$ cat config.mk
export PLATFORM = sky130hd
export DESIGN_NAME = usbSlaveControl
export DESIGN_NICKNAME = d
export VERILOG_FILES = /design/src/hdl/usbEventPkg.sv /design/src/hdl/usbRegPkg.sv /design/src/hdl/usbEndpointCtrl.sv /design/src/hdl/usbInputSync.sv /design/src/hdl/usbIntCtrl.sv /design/src/hdl/usbRegRead.sv /design/src/hdl/usbRegWrite.sv /design/src/hdl/usbSlaveControl.sv
export VERILOG_INCLUDE_DIRS = /design/src /design/src/hdl
export SDC_FILE = /design/constraint.sdc
export NUM_CORES = 1
export LEC_CHECK = 0
export CAP_MARGIN = 20
export CORE_MARGIN = 2
export CORE_UTILIZATION = 45
export CTS_CLUSTER_DIAMETER = 50
export CTS_CLUSTER_SIZE = 12
export DETAILED_ROUTE_END_ITERATION = 8
export DONT_BUFFER_PORTS = 1
export HOLD_SLACK_MARGIN = 0.15
export PLACE_DENSITY = 0.66
export SYNTH_ARGS = -nofsm -noshare
export SYNTH_HDL_FRONTEND = slang
export SYNTH_SLANG_ARGS = --single-unit
export TNS_END_PERCENT = 10
$ cat constraint.sdc
create_clock -name busClk -period 2.44 [get_ports busClk]
set_input_delay 0.488 -clock busClk [delete_from_list [all_inputs] [get_ports busClk]]
set_output_delay 0.488 -clock busClk [all_outputs]
set_load 0.1 [all_outputs]
$ cat src/hdl/usbSlave_defs.svh
`ifndef usbSlaveDefsSvh
`define usbSlaveDefsSvh

// processor bus
`define usbAddrWidth 5
`define usbDataWidth 8

// endpoint control words sit at 0, 4, 8 and 12
`define usbNumEp 4
`define usbEpStride 4

// register address map
`define usbAddrScCtrl 5'd16
`define usbAddrConnState 5'd17
`define usbAddrIntStatus 5'd18
`define usbAddrIntMask 5'd19
`define usbAddrDevAddr 5'd20

`endif

$ cat src/hdl/usbEventPkg.sv
package usbEventPkg;

	// vBus change, nak sent, sof, reset, resume, transfer done
	// same bit order for status, clear and mask
	typedef logic [5:0] intVecT;

	// J/K/SE0 style line state as reported by the phy side
	typedef logic [1:0] connStateT;

endpackage

$ cat src/hdl/usbRegPkg.sv
`include "usbSlave_defs.svh"

package usbRegPkg;

	typedef logic [`usbAddrWidth-1:0] busAddrT;
	typedef logic [`usbDataWidth-1:0] busDataT;

	// iso enable, send stall, data sequence, ready, enable
	typedef logic [4:0] epCtrlT;

	// connect, fs rate, fs polarity, direct control, tx line state[1:0], global enable
	typedef logic [6:0] scCtrlT;

	typedef logic [6:0] devAddrT;

endpackage

$ cat src/hdl/usbEndpointCtrl.sv
`include "usbSlave_defs.svh"

module usbEndpointCtrl (
	input busClk,
	input rstSyncToBusClk,
	input [`usbNumEp-1:0] epWrite,
	input usbRegPkg::epCtrlT epWriteData,
	input [`usbNumEp-1:0] setReady,
	input [`usbNumEp-1:0] clrReadyRise,
	output usbRegPkg::epCtrlT [`usbNumEp-1:0] epCtrl
);

	// iso, stall, sequence, enable per endpoint
	logic [`usbNumEp-1:0][3:0] epCfg;
	logic [`usbNumEp-1:0] epReady;

	always_ff @(posedge busClk) begin
		if (rstSyncToBusClk) begin
			epCfg <= '0;
			epReady <= '0;
			epCtrl <= '0;
		end else begin
			for (int i = 0; i < `usbNumEp; i++) begin
				if (epWrite[i]) begin
					epCfg[i] <= {epWriteData[4:2], epWriteData[0]};
				end
				epCtrl[i] <= {epCfg[i][3:1], epReady[i], epCfg[i][0]};
			end
			// software set beats an engine clear
			epReady <= setReady | (epReady & ~clrReadyRise);
		end
	end

	genvar g;
	generate
		for (g = 0; g < `usbNumEp; g++) begin : gReadyChk
			assert property (@(posedge busClk) disable iff (rstSyncToBusClk)
				$rose(epReady[g]) |-> $past(setReady[g]));
		end
	endgenerate

endmodule

$ cat src/hdl/usbInputSync.sv
`include "usbSlave_defs.svh"

module usbInputSync (
	input busClk,
	input rstSyncToBusClk,
	input sofRxedIn,
	input resetEventIn,
	input resumeIn,
	input transDoneIn,
	input nakSentIn,
	input vBusDetectIn,
	input usbEventPkg::connStateT connectStateIn,
	input [`usbNumEp-1:0] clrEpReady,
	output usbEventPkg::intVecT eventRise,
	output logic [`usbNumEp-1:0] clrReadyRise,
	output logic vBusSync,
	output usbEventPkg::connStateT connStateSync
);
	import usbEventPkg::*;

	localparam int edgeCnt = 5 + `usbNumEp;

	logic [edgeCnt-1:0] edgeIn;
	logic [edgeCnt-1:0] edgeMeta;
	logic [edgeCnt-1:0] edgeSync;
	logic [edgeCnt-1:0] edgeHist;
	logic [edgeCnt-1:0] risePulses;
	logic vBusMeta;
	logic vBusHist;
	connStateT connMeta;

	// event order follows intVecT below the vBus bit
	assign edgeIn = {clrEpReady, nakSentIn, sofRxedIn, resetEventIn, resumeIn, transDoneIn};

	always_ff @(posedge busClk) begin
		if (rstSyncToBusClk) begin
			edgeMeta <= '0;
			edgeSync <= '0;
			edgeHist <= '0;
			vBusMeta <= 1'b0;
			vBusSync <= 1'b0;
			vBusHist <= 1'b0;
			connMeta <= '0;
			connStateSync <= '0;
			eventRise <= '0;
			clrReadyRise <= '0;
		end else begin
			edgeMeta <= edgeIn;
			edgeSync <= edgeMeta;
			edgeHist <= edgeSync;
			vBusMeta <= vBusDetectIn;
			vBusSync <= vBusMeta;
			vBusHist <= vBusSync;
			connMeta <= connectStateIn;
			connStateSync <= connMeta;
			// vbus flags any change, the others only a rising edge
			eventRise <= {vBusSync ^ vBusHist, edgeSync[4:0] & ~edgeHist[4:0]};
			clrReadyRise <= edgeSync[edgeCnt-1:5] & ~edgeHist[edgeCnt-1:5];
		end
	end

	assign risePulses = {clrReadyRise, eventRise[4:0]};

	// a held input must give a single pulse, not one per cycle
	assert property (@(posedge busClk) disable iff (rstSyncToBusClk)
		(risePulses & $past(risePulses)) == '0);

endmodule

$ cat src/hdl/usbIntCtrl.sv
module usbIntCtrl (
	input busClk,
	input rstSyncToBusClk,
	input usbEventPkg::intVecT eventRise,
	input usbEventPkg::intVecT intClear,
	input usbEventPkg::intVecT intMask,
	output usbEventPkg::intVecT intStatus,
	output usbEventPkg::intVecT intOut
);

	// a new event beats a clear of the same sticky bit
	always_ff @(posedge busClk) begin
		if (rstSyncToBusClk) begin
			intStatus <= '0;
		end else begin
			intStatus <= eventRise | (intStatus & ~intClear);
		end
	end

	assign intOut = intStatus & intMask;

	// masked sources stay quiet on the interrupt lines
	assert property (@(posedge busClk) disable iff (rstSyncToBusClk)
		(intOut & ~intMask) == '0);

endmodule

$ cat src/hdl/usbRegRead.sv
`include "usbSlave_defs.svh"

module usbRegRead (
	input usbRegPkg::busAddrT address,
	input usbRegPkg::epCtrlT [`usbNumEp-1:0] epCtrl,
	input usbRegPkg::scCtrlT scCtrl,
	input usbRegPkg::devAddrT devAddr,
	input usbEventPkg::intVecT intStatus,
	input usbEventPkg::intVecT intMask,
	input vBusSync,
	input usbEventPkg::connStateT connStateSync,
	output usbRegPkg::busDataT dataOut
);
	import usbRegPkg::*;

	localparam int epIdxW = $clog2(`usbNumEp);

	logic [epIdxW-1:0] epIdx;
	logic epHit;

	assign epIdx = epIdxW'(address / `usbEpStride);
	assign epHit = (address < `usbNumEp * `usbEpStride) && (address % `usbEpStride == 0);

	// status, transfer type and frame number slots are gone and read zero
	always_comb begin
		dataOut = '0;
		if (epHit) begin
			dataOut = busDataT'(epCtrl[epIdx]);
		end else begin
			case (address)
				`usbAddrScCtrl: dataOut = busDataT'(scCtrl);
				`usbAddrConnState: dataOut = busDataT'({vBusSync, connStateSync});
				`usbAddrIntStatus: dataOut = busDataT'(intStatus);
				`usbAddrIntMask: dataOut = busDataT'(intMask);
				`usbAddrDevAddr: dataOut = busDataT'(devAddr);
				default: dataOut = '0;
			endcase
		end
	end

endmodule

$ cat src/hdl/usbRegWrite.sv
`include "usbSlave_defs.svh"

module usbRegWrite (
	input busClk,
	input rstSyncToBusClk,
	input usbRegPkg::busAddrT address,
	input usbRegPkg::busDataT dataIn,
	input writeEn,
	input strobeIn,
	input slaveControlSelect,
	output usbRegPkg::scCtrlT scCtrl,
	output usbRegPkg::devAddrT devAddr,
	output usbEventPkg::intVecT intMask,
	output usbEventPkg::intVecT intClear,
	output logic [`usbNumEp-1:0] epWrite,
	output usbRegPkg::epCtrlT epWriteData,
	output logic [`usbNumEp-1:0] setReady
);
	import usbRegPkg::*;
	import usbEventPkg::*;

	logic wrAccept;

	assign wrAccept = writeEn & strobeIn & slaveControlSelect;
	assign epWriteData = epCtrlT'(dataIn);

	always_comb begin
		for (int i = 0; i < `usbNumEp; i++) begin
			epWrite[i] = wrAccept && (address == busAddrT'(i * `usbEpStride));
		end
	end

	always_ff @(posedge busClk) begin
		if (rstSyncToBusClk) begin
			scCtrl <= '0;
			devAddr <= '0;
			intMask <= '0;
			intClear <= '0;
			setReady <= '0;
		end else begin
			intClear <= '0;
			// ready sits in bit 1 of the endpoint word
			setReady <= epWrite & {`usbNumEp{epWriteData[1]}};
			if (wrAccept) begin
				case (address)
					`usbAddrScCtrl: scCtrl <= scCtrlT'(dataIn);
					`usbAddrDevAddr: devAddr <= devAddrT'(dataIn);
					`usbAddrIntMask: intMask <= intVecT'(dataIn);
					// write one to clear
					`usbAddrIntStatus: intClear <= intVecT'(dataIn);
					default: ;
				endcase
			end
		end
	end

	assert property (@(posedge busClk) disable iff (rstSyncToBusClk) $onehot0(epWrite));

endmodule

$ cat src/hdl/usbSlaveControl.sv
`include "usbSlave_defs.svh"

module usbSlaveControl (
	input busClk,
	input rstSyncToBusClk,
	input usbRegPkg::busAddrT address,
	input usbRegPkg::busDataT dataIn,
	input writeEn,
	input strobeIn,
	input slaveControlSelect,
	output usbRegPkg::busDataT dataOut,
	input sofRxedIn,
	input resetEventIn,
	input resumeIn,
	input transDoneIn,
	input nakSentIn,
	input vBusDetectIn,
	input usbEventPkg::connStateT connectStateIn,
	input [`usbNumEp-1:0] clrEpReady,
	output usbRegPkg::epCtrlT [`usbNumEp-1:0] epCtrl,
	output usbRegPkg::scCtrlT scCtrl,
	output usbRegPkg::devAddrT devAddr,
	output usbEventPkg::intVecT intOut
);
	import usbRegPkg::*;
	import usbEventPkg::*;

	intVecT eventRise;
	intVecT intClear;
	intVecT intMask;
	intVecT intStatus;
	logic [`usbNumEp-1:0] clrReadyRise;
	logic [`usbNumEp-1:0] epWrite;
	logic [`usbNumEp-1:0] setReady;
	epCtrlT epWriteData;
	logic vBusSync;
	connStateT connStateSync;

	usbInputSync usbInputSync_inst (
		.busClk(busClk),
		.rstSyncToBusClk(rstSyncToBusClk),
		.sofRxedIn(sofRxedIn),
		.resetEventIn(resetEventIn),
		.resumeIn(resumeIn),
		.transDoneIn(transDoneIn),
		.nakSentIn(nakSentIn),
		.vBusDetectIn(vBusDetectIn),
		.connectStateIn(connectStateIn),
		.clrEpReady(clrEpReady),
		.eventRise(eventRise),
		.clrReadyRise(clrReadyRise),
		.vBusSync(vBusSync),
		.connStateSync(connStateSync)
	);

	usbRegWrite usbRegWrite_inst (
		.busClk(busClk),
		.rstSyncToBusClk(rstSyncToBusClk),
		.address(address),
		.dataIn(dataIn),
		.writeEn(writeEn),
		.strobeIn(strobeIn),
		.slaveControlSelect(slaveControlSelect),
		.scCtrl(scCtrl),
		.devAddr(devAddr),
		.intMask(intMask),
		.intClear(intClear),
		.epWrite(epWrite),
		.epWriteData(epWriteData),
		.setReady(setReady)
	);

	usbIntCtrl usbIntCtrl_inst (
		.busClk(busClk),
		.rstSyncToBusClk(rstSyncToBusClk),
		.eventRise(eventRise),
		.intClear(intClear),
		.intMask(intMask),
		.intStatus(intStatus),
		.intOut(intOut)
	);

	usbEndpointCtrl usbEndpointCtrl_inst (
		.busClk(busClk),
		.rstSyncToBusClk(rstSyncToBusClk),
		.epWrite(epWrite),
		.epWriteData(epWriteData),
		.setReady(setReady),
		.clrReadyRise(clrReadyRise),
		.epCtrl(epCtrl)
	);

	usbRegRead usbRegRead_inst (
		.address(address),
		.epCtrl(epCtrl),
		.scCtrl(scCtrl),
		.devAddr(devAddr),
		.intStatus(intStatus),
		.intMask(intMask),
		.vBusSync(vBusSync),
		.connStateSync(connStateSync),
		.dataOut(dataOut)
	);

endmodule

# Yosys cells after proc, flatten, opt, wreduce, memory -nomap -nowiden

Cells that the tools add are included.

Output and inout bits: 48
Register bits: 120
Word-level logic and storage cells: 67
Bits of input ports: 30

Magnitude comparators: 2
Bitwise gates (word level): 17
Reductions and logical operators: 11
Equality and inequality tests: 8
Mux-type cells: 4

Operator list:

| operator                                                                      | count |
|---|---|
| 7-bit one-hot mux with 5 select lines                                         | 1 |
| 32-bit logical NOT                                                            | 1 |
| 5-bit == test (second input constant)                                         | 5 |
| 4-bit AND                                                                     | 3 |
| 6-bit AND                                                                     | 2 |
| 5-bit binary-select mux with 2-bit select                                     | 1 |
| 5-bit by 4-bit == test with 1-bit output (second input constant)              | 2 |
| 8-bit two-way mux                                                             | 1 |
| 4-bit NOT                                                                     | 2 |
| 6-bit NOT                                                                     | 1 |
| 6-bit bitwise OR                                                              | 1 |
| 2-bit AND reduction                                                           | 3 |
| 5-bit AND                                                                     | 1 |
| 5-bit by 3-bit == test with 1-bit output (second input constant)              | 1 |
| 1-bit logical AND                                                             | 5 |
| 5-bit logical NOT                                                             | 1 |
| 5-bit less-than comparator (second input constant)                            | 1 |
| 5-bit two-way mux                                                             | 1 |
| 5-bit NOT                                                                     | 1 |
| 4-bit bitwise OR                                                              | 1 |
| 2-bit by 3-bit less-than comparator with 1-bit output (second input constant) | 1 |
| 3-bit OR reduction                                                            | 1 |
| 1-bit AND                                                                     | 2 |
| 1-bit NOT                                                                     | 2 |
| 1-bit bitwise XOR                                                             | 1 |

# Depth between registers and ports, before layout

Gate-level depths: netlist of run 1.

Word-level depth: 4
Gate-level depth with buffers: 6
Depth with buffers taken out: 4

# Hierarchy

Synthesis of run 1 repeated with hierarchy kept, for this count alone.

Cells, all modules: 405
Area total of the unflattened synthesis: 4394.2 µm²

Modules (own cells, without submodules):

| module          | sequential area each (µm²) | area each (µm²) | instances | cells an instance |
|---|---|---|---|---|
| usbEndpointCtrl | 800.8                      | 1256.2          | 1         | 112 |
| usbRegWrite     | 600.6                      | 1213.7          | 1         | 114 |
| usbInputSync    | 880.8                      | 1191.1          | 1         | 92 |
| usbRegRead      | 0.0                        | 485.5           | 1         | 57 |
| usbIntCtrl      | 120.1                      | 247.7           | 1         | 30 |

# Worst setup path after synthesis of run 1

Ideal clock, no wire load.

Path type: register to output
Start: reg usbEndpointCtrl_inst.epCtrl[8] in the netlist's numbering
End: out dataOut[3]
Slack: -0.677 ns
Required time: 1.952 ns
Path buffers: 0
Arrival: 2.629 ns
Stages on the path, launching flop included: 4
Cells stage by stage: dfxtp_1 -> mux4_2 -> nor2_1 -> nor2_1

Word-level cells in the longest chain between the ends: 3

Ends and longest elaborated chain:

| item                                      | line                  | text |
|---|---|---|
| from (decl)                               | usbEndpointCtrl.sv:10 | `` output usbRegPkg::epCtrlT [`usbNumEp-1:0] epCtrl `` |
| from (signal, indexed assignment)         | usbEndpointCtrl.sv:27 | `epCtrl[i] <= {epCfg[i][3:1], epReady[i], epCfg[i][0]};` |
| 5-bit binary-select mux with 2-bit select | usbRegRead.sv:28      | `dataOut = busDataT'(epCtrl[epIdx]);` |
| 5-bit two-way mux (not written as such)   | usbRegRead.sv:28      |  |
| 8-bit two-way mux                         | usbRegRead.sv:27      | `if (epHit) begin` |
| to (decl)                                 | usbSlaveControl.sv:11 | `output usbRegPkg::busDataT dataOut,` |

No other way between the ends. The select of a mux whose other input is x is not followed.

# Worst setup path in the final report of run 1

Start: reg usbInputSync_inst.vBusSync
End: out dataOut[2]

Word-level cells in the longest chain between the ends: 2

Ends and longest elaborated chain:

| item                                  | line               | text |
|---|---|---|
| from (decl)                           | usbInputSync.sv:16 | `output logic vBusSync,` |
| from (signal assigned)                | usbInputSync.sv:52 | `vBusSync <= vBusMeta;` |
| 7-bit one-hot mux with 5 select lines | usbRegRead.sv:30   | `case (address)` |
| 8-bit two-way mux                     | usbRegRead.sv:27   |  |

No other way between the ends.

==> qor.yml, run 1 <==
die-height_um: 100
grt_overflow_total: 0
finalMaxSlewViolations: 0
reg2reg_setup_slack_ns: 1.46
setup.worst_path.class: "register to primary output"
crit-reg2reg-launch: "usbRegWrite_inst.devAddr[2]"
seq_area_frac_synth_pct: 57.6
report.final.setup_viol: 2
maxCapViolations: 0
clock-skew-final_ns: 0.00491
net_count_after_synthesis: 427
ffs_latches_synth: 120
fin_crit_share_pct: 104
cp_data_arrival_time_ns: 2.06
placed_cell_area_um2: 4670
antenna_violations_before_repair: 0
synth_warnings: 0
fin_hold_ws_ns: 0.179
drcViolationCount: 0
syn_area_per_cell_um2: 10.5
grt_pass1_wl_um: 14300
place.detailed.instances: 535
cts_tree: "done"
dp_hpwl_um: 5710
max-vdd-ir-drop_v: 0.000452
timing_hold_violations_final: 0
routabilityCongestion: 0.786
buffer_levels_on_the_longest_clock_path: 2
cp.required_ns: 1.95
core_area_um2: 9110
row_count: 35
timing.rr.end: "usbRegWrite_inst.devAddr[2]"
drt-wirelength-per-cell_um: 15.3
final_area_um2: 5530
critical_path.cell_chain: "mux2_2 > a22o_1 > a222oi_1 > nand2_1 > buf_12"
htree_num_levels: 4
nNetsFinal: 499
grt_max_degree: 76
synthesis.instances: 397
worst_setup_path_start_kind: "register"
postSynth.asyncResetShare_pct: 0
cts_made_buffers: 17
min_path_cells: 2
syn-cell-area_um2: 4170
drive_above_1_share_pct: 20.8
area.growth.synth_to_final_pct: 32.6
min_delay_startpoint: "rstSyncToBusClk"
critPathLaunch: "usbInputSync_inst.vBusSync"
maxSlewHeadroom_pct: 65.3
synth_cell_types: 42
worst_setup_hold_path_clk_slew_ns: 0.05
synth_enable_flop_cells: 0
antenna_violating_nets_left: 0
rr_worst_depth: 3
critPathMaxFanout: 3
worst-slew-pin-transition_ns: 0.518
total_number_of_vias: 2876
fin_cells: 591
total_power_mw: 4.57
dieArea_um2: 10100
leakage_nw: 2.42
clkSinkCount: 120
initial_core_util_pct: 45.8
first_global_vias: 2866
timing.critical_path.slowest_cell_delay_ns: 0.43
cp-end-kind: "primary output"
rsz0062_at_grt: "true"
whs_endpoint: "usbEndpointCtrl_inst.epCtrl[2]"
n_antenna_cell: 0
root_buffer: "sky130_fd_sc_hd__clkbuf_8"
final_ws_setup_ns: -0.105
portBuffers: 0
num_io_pins: 78
run_status: "finished, violations left"
fp.dieW_um: 100
critical-path-slowest-cell: "sky130_fd_sc_hd__a222oi_1"
pwr_density_cell_nw_per_um2: 827
fmax_mhz: 393
place_ws_ns: 0.161
min-delay-path-class: "primary input to register"
viasPerCell: 4.87
first_iter_violations: 148
drt_pass1_iterations: 5
period_needed_ns: 2.54
wl_um: 9030
clock_insertion_delay_worst_skew_ns: 0.51
grt_use_total_pct: 19.0
violations: "negative setup slack"
synth-main-ff-cell: "sky130_fd_sc_hd__dfxtp_1"
metrics by stage:
stage	utilization, %	setup TNS [ns]
2_1_floorplan	-	-0.575
3_3_place_gp	51.3	0
3_5_place_dp	51.3	0
4_1_cts	60.6	-0.235
5_1_grt	60.7	-0.464
6_report	60.7	-0.121
worst max path at each step:
stage	endpoint	slack [ns]	cells after the start
after global routing	dataOut[2]	-0.20	5
after CTS	dataOut[2]	-0.15	5
after detailed placement	dataOut[2]	0.16	5
after floorplan	dataOut[4]	-0.18	4
final	dataOut[2]	-0.10	5
after global placement	dataOut[2]	0.14	5
cells by family (layout without fill, tap and decap cells):
kind of cell	after synthesis	count (layout)	share of synthesized area, %
other cells	1	1	0.0899
buf+inv	46	129	4.71
simple gates	158	158	21.4
flops	120	120	57.6
mux	37	37	10.5
compound gates	34	34	5.43
xor+xnor	1	1	0.210
synth_stat cells, drive strengths merged (2+ instances only):
| master | count | area share (%) |
|---|---|---|
| buf | 9 | 1.4 |
| a21oi | 17 | 2.0 |
| a22o | 4 | 0.84 |
| mux2i | 28 | 6.7 |
| dfxtp | 120 | 58 |
| a222oi | 3 | 0.72 |
| and4 | 2 | 0.42 |
| a21o | 4 | 0.72 |
| nand2b | 17 | 2.6 |
| nand3 | 11 | 1.4 |
| and2 | 12 | 1.8 |
| nand2 | 15 | 1.4 |
| o21ai | 2 | 0.24 |
| nor2 | 33 | 3.0 |
| and3 | 3 | 0.45 |
| mux4 | 5 | 2.7 |
| nor2b | 53 | 8.0 |
| inv | 22 | 2.0 |
| mux2 | 4 | 1.1 |
| nor3 | 3 | 0.75 |
| clkbuf | 15 | 1.4 |
| nand4 | 2 | 0.30 |
| or3 | 2 | 0.30 |
worst max-delay path: cells and delay by family (launching register included):
family	cells	cell delay (ns)
buffers and inverters	1	0.20
muxes	1	0.25
AOI/OAI and AO/OA	2	0.61
and+or+nand+nor	1	0.17
DFF	1	0.33
layout make-up:
cell class                 count  area, um^2
clock buffer                  21         449
clock inverter                 9         125
fill                         745        3580
inverter                      22        82.6
multi-input combinational    231        1580
sequential                   120        2400
tap                          111         139
timing repair buffer          77         748
power by group:
| group | switching, mW | internal, mW | leakage (nW) |
|---|---|---|---|
| combinational | 0.0920 | 0.0815 | 1.17 |
| sequential | 0.0102 | 1.99 | 0.975 |
| clock | 0.803 | 1.59 | 0.279 |
layer usage:
metal | global-route usage, % | vias to the layer above | wire length (um)
li1 | - | 1458 | -
met1 | 22.4 | 1331 | 3900
met2 | 31.2 | 79 | 4480
met3 | 6.27 | 8 | 539
met4 | 9.48 | 0 | 98
met5 | 0 | - | 0
flip-flops by register name, indices dropped and copies added, names as in the netlist, 7 cells and up:
name / flops
usbEndpointCtrl_inst.epCfg: 16
usbRegWrite_inst.devAddr: 7
usbInputSync_inst.edgeSync: 9
usbInputSync_inst.edgeHist: 9
usbInputSync_inst.edgeMeta: 9
usbRegWrite_inst.scCtrl: 7
usbEndpointCtrl_inst.epCtrl: 20
timing repair:
action                                  4_1_cts  5_1_grt
hold buffers                                 25        1
resized for setup                             1        1
endpoints found under the setup margin        3        3
setup buffers                                 0        0
hold endpoints to repair                     84        1
placed cells by master, fill, tap and decap left out, types with 4 or more instances in the layout:
master,instances
sky130_fd_sc_hd__nand3_1,10
sky130_fd_sc_hd__inv_1,22
sky130_fd_sc_hd__mux4_2,5
sky130_fd_sc_hd__mux2_2,4
sky130_fd_sc_hd__nand2_1,14
sky130_fd_sc_hd__buf_12,7
sky130_fd_sc_hd__dlygate4sd3_1,25
sky130_fd_sc_hd__a21oi_1,17
sky130_fd_sc_hd__nor2_1,31
sky130_fd_sc_hd__dfxtp_1,118
sky130_fd_sc_hd__clkinv_2,4
sky130_fd_sc_hd__nor2b_1,53
sky130_fd_sc_hd__mux2i_1,28
sky130_fd_sc_hd__buf_4,44
sky130_fd_sc_hd__and2_1,12
sky130_fd_sc_hd__clkbuf_16,16
sky130_fd_sc_hd__a22o_1,4
sky130_fd_sc_hd__nand2b_1,17
sky130_fd_sc_hd__a21o_1,4
No activity file was read; power rests on OpenSTA's default activity.
==> run 2: changes to the inputs <==
Settings changed: RECOVER_POWER set to 25, TNS_END_PERCENT 10 to not set.
==> run 2 against run 1 <==
The run still ends with negative setup slack left. Clock-buffer cell count up 3. Sequential cell count unchanged. Global-route usage down 0.19 points. Setup slack better by 0.043 ns. Routed wire length down 1.6%. Combinational power down 3%. Sequential power about the same. Critical path depth up 1. Via count up 2.7%. Critical path type unchanged. Largest cell class unchanged. Largest power group unchanged. Highest routed layer unchanged.
==> qor.yml, run 2 (synthesis results as in run 1) <==
cp_data_arrival_time_ns: 2.01  # -0.05 ns
portBuffers: 0  # unchanged
fin_crit_share_pct: 103  # -1.8 points
drcViolationCount: 0  # unchanged
power.sequential.fraction_pct: 43.3  # -0.6 points
leakage_nw: 2.42  # -0.34%
grt_max_degree: 74  # -2.6%
swShare_pct: 19.4  # -0.40 points
first_global_vias: 2907  # +1.4%
dieArea_um2: 10100  # unchanged
pwr-share-comb_pct: 3.6  # -0.2 points
place_ws_ns: 0.136  # -0.0251 ns
grt_use_total_pct: 18.8  # -0.19 points
nNetsFinal: 491  # -1.6%
clkSinkCount: 120  # unchanged
area_of_the_multi_input_gates_um2: 1600  # +1.4%
cts_tree: "done"
cp.required_ns: 1.95  # about the same
internal-power_mw: 3.73  # +1.8%
pwr_density_cell_nw_per_um2: 838  # +1.4%
htree_num_levels: 4  # unchanged
buffer_levels_on_the_longest_clock_path: 2  # unchanged
grt_pass1_wl_um: 14100  # -0.87%
antenna_violating_nets_left: 0  # unchanged
dp_hpwl_um: 5640  # -1.2%
fp.dieW_um: 100  # unchanged
clock_insertion_delay_worst_skew_ns: 0.50  # about the same
rsz0062_at_grt: "true"
antenna_violations_before_repair: 0  # unchanged
row_count: 35  # unchanged
drt-wirelength-per-cell_um: 15.2  # -0.62%
min-delay-path-class: "primary input to register"
wl_um: 8880  # -1.6%
core_area_um2: 9110  # unchanged
report.final.setup_viol: 2  # unchanged
initial_core_util_pct: 45.8  # unchanged
die-height_um: 100  # unchanged
most_common_cell_after_layout_fill_and_taps_aside: "sky130_fd_sc_hd__dfxtp_1"
final_ws_setup_ns: -0.0612  # +0.0435 ns
violations: "negative setup slack"
critical_path.cell_chain: "mux2_4 > a22o_1 > a222oi_1 > buf_4 > nand2_4 > buf_12"
fmax_mhz: 400  # +1.7%
drive_above_1_share_pct: 23.8  # +3.0 points
fin_cells: 585  # -1.0%
place.detailed.instances: 530  # -0.93%
worst_setup_hold_path_clk_slew_ns: 0.05  # about the same
cp-end-kind: "primary output"
clock_power_share_pct: 53.0  # +0.7 points
maxCapViolations: 0  # unchanged
setup.worst_path.class: "register to primary output"
finalMaxSlewViolations: 0  # unchanged
timing_hold_violations_final: 0  # unchanged
area.growth.synth_to_final_pct: 32.4
regArea_um2: 2420  # +0.62%
setup_tns_ns: -0.104  # +0.0172 ns
clock-skew-final_ns: 0.00843  # +0.00352 ns
drt_pass1_iterations: 4  # -1
n_antenna_cell: 0  # unchanged
critical-path-slowest-cell: "sky130_fd_sc_hd__a222oi_1"
run_status: "finished, violations left"
largest_register_ffs: 20  # unchanged
total_number_of_vias: 2954  # +2.7%
period_needed_ns: 2.50  # -0.0435 ns
worst_setup_path_start_kind: "register"
power.switching_uw: 899  # -0.77%
root_buffer: "sky130_fd_sc_hd__clkbuf_8"
grt_overflow_total: 0  # unchanged
worst-slew-pin-transition_ns: 0.549  # +0.0307 ns
first_iter_violations: 186  # +26%
registers.top_by_ff_count: "usbEndpointCtrl_inst.epCtrl"
viasPerCell: 5.05  # +3.8%
maxSlewHeadroom_pct: 63.4  # -1.9 points
layout_common_cells: "sky130_fd_sc_hd__dfxtp_1, sky130_fd_sc_hd__nor2b_1, sky130_fd_sc_hd__buf_4"
timing.critical_path.slowest_cell_delay_ns: 0.36  # -0.07 ns
max-vdd-ir-drop_v: 0.000475  # +5.0%
cts_made_buffers: 17  # unchanged
critPathMaxFanout: 3  # unchanged
routabilityCongestion: 0.796  # +1.2%
n_fill_cell: 760  # +2.0%
num_io_pins: 78  # unchanged
largestRegisters: "usbEndpointCtrl_inst.epCtrl x20, usbEndpointCtrl_inst.epCfg x16"
## run 2: changes by cell type in the layout (fill, tap and decap cells not counted), moves of 3 or more
| cell | delta |
|---|---|
| sky130_fd_sc_hd__nand2_1 | -3 |
| sky130_fd_sc_hd__dfxtp_1 | -12 |
| sky130_fd_sc_hd__dfxtp_2 | +12 |
| sky130_fd_sc_hd__buf_4 | -5 |
| sky130_fd_sc_hd__dlygate4sd3_1 | -3 |
## run 2: timing repair
item,in CTS,in global routing
hold buffers,23,0
setup buffers,0,0
gates resized for setup,4,2
endpoints found under the hold margin,82,0
endpoints found under the setup margin,2,3
## run 2: area by class of cell
cell class	count	area share, %
clock inverters	8	2.13
multi-input cells	231	29.0
flip-flops and latches	120	43.8
clock buffers	24	8.70
repair buffers	69	12.3
well taps	111	2.52
inverters	22	1.50
## run 2: final timing paths
| path | to | from | cells past startpoint | slack, ns |
|---|---|---|---|---|
| worst min register to register | usbInputSync_inst.eventRise[1] | usbInputSync_inst.edgeHist[1] | 1 | 0.38 |
| worst max register to register | usbRegWrite_inst.devAddr[4] | usbRegWrite_inst.devAddr[4] | 3 | 1.48 |
| worst max-delay path | dataOut[0] | usbRegWrite_inst.intMask[0] | 6 | -0.06 |
| worst min-delay path | usbEndpointCtrl_inst.epCtrl[14] | rstSyncToBusClk | 2 | 0.17 |
## run 2: critical path, delay by kind of cell, from the launching register on
family | cells | cell delay [ns]
simple gates | 1 | 0.05
flops | 1 | 0.32
buf+inv | 2 | 0.36
compound gates | 2 | 0.53
mux | 1 | 0.25
## run 2: through the flow
stage / hold WS, ns / util, % / instance area [um^2] / total power [mW]
after floorplan: 0.367 / - / 4200 / 2.17
after global placement: 0.372 / 51.2 / 4660 / 2.16
after detailed placement: 0.371 / 51.2 / 4660 / 2.16
after CTS: 0.153 / 60.6 / 5520 / 4.67
after global routing: 0.165 / 60.6 / 5520 / 4.78
final: 0.174 / 60.6 / 5520 / 4.63
## run 2: power groups by stage
stage | Sequential [mW] | Clock, mW | Combinational [mW]
2_1_floorplan | 2.05 | 0 | 0.118
3_3_place_gp | 2.05 | 0 | 0.110
3_5_place_dp | 2.05 | 0 | 0.112
4_1_cts | 2.01 | 2.50 | 0.169
5_1_grt | 2.01 | 2.59 | 0.181
6_report | 2.01 | 2.45 | 0.169
## run 2: per-layer routing
layer | part of all wire (%) | routed length, um | track usage (%) | up-vias
li1 | - | - | - | 1437
met1 | 41 | 3670 | 21.9 | 1393
met2 | 47 | 4200 | 28.7 | 100
met3 | 7.3 | 651 | 8.15 | 24
met4 | 4.1 | 361 | 11.6 | 0
met5 | 0 | 0 | 0 | -
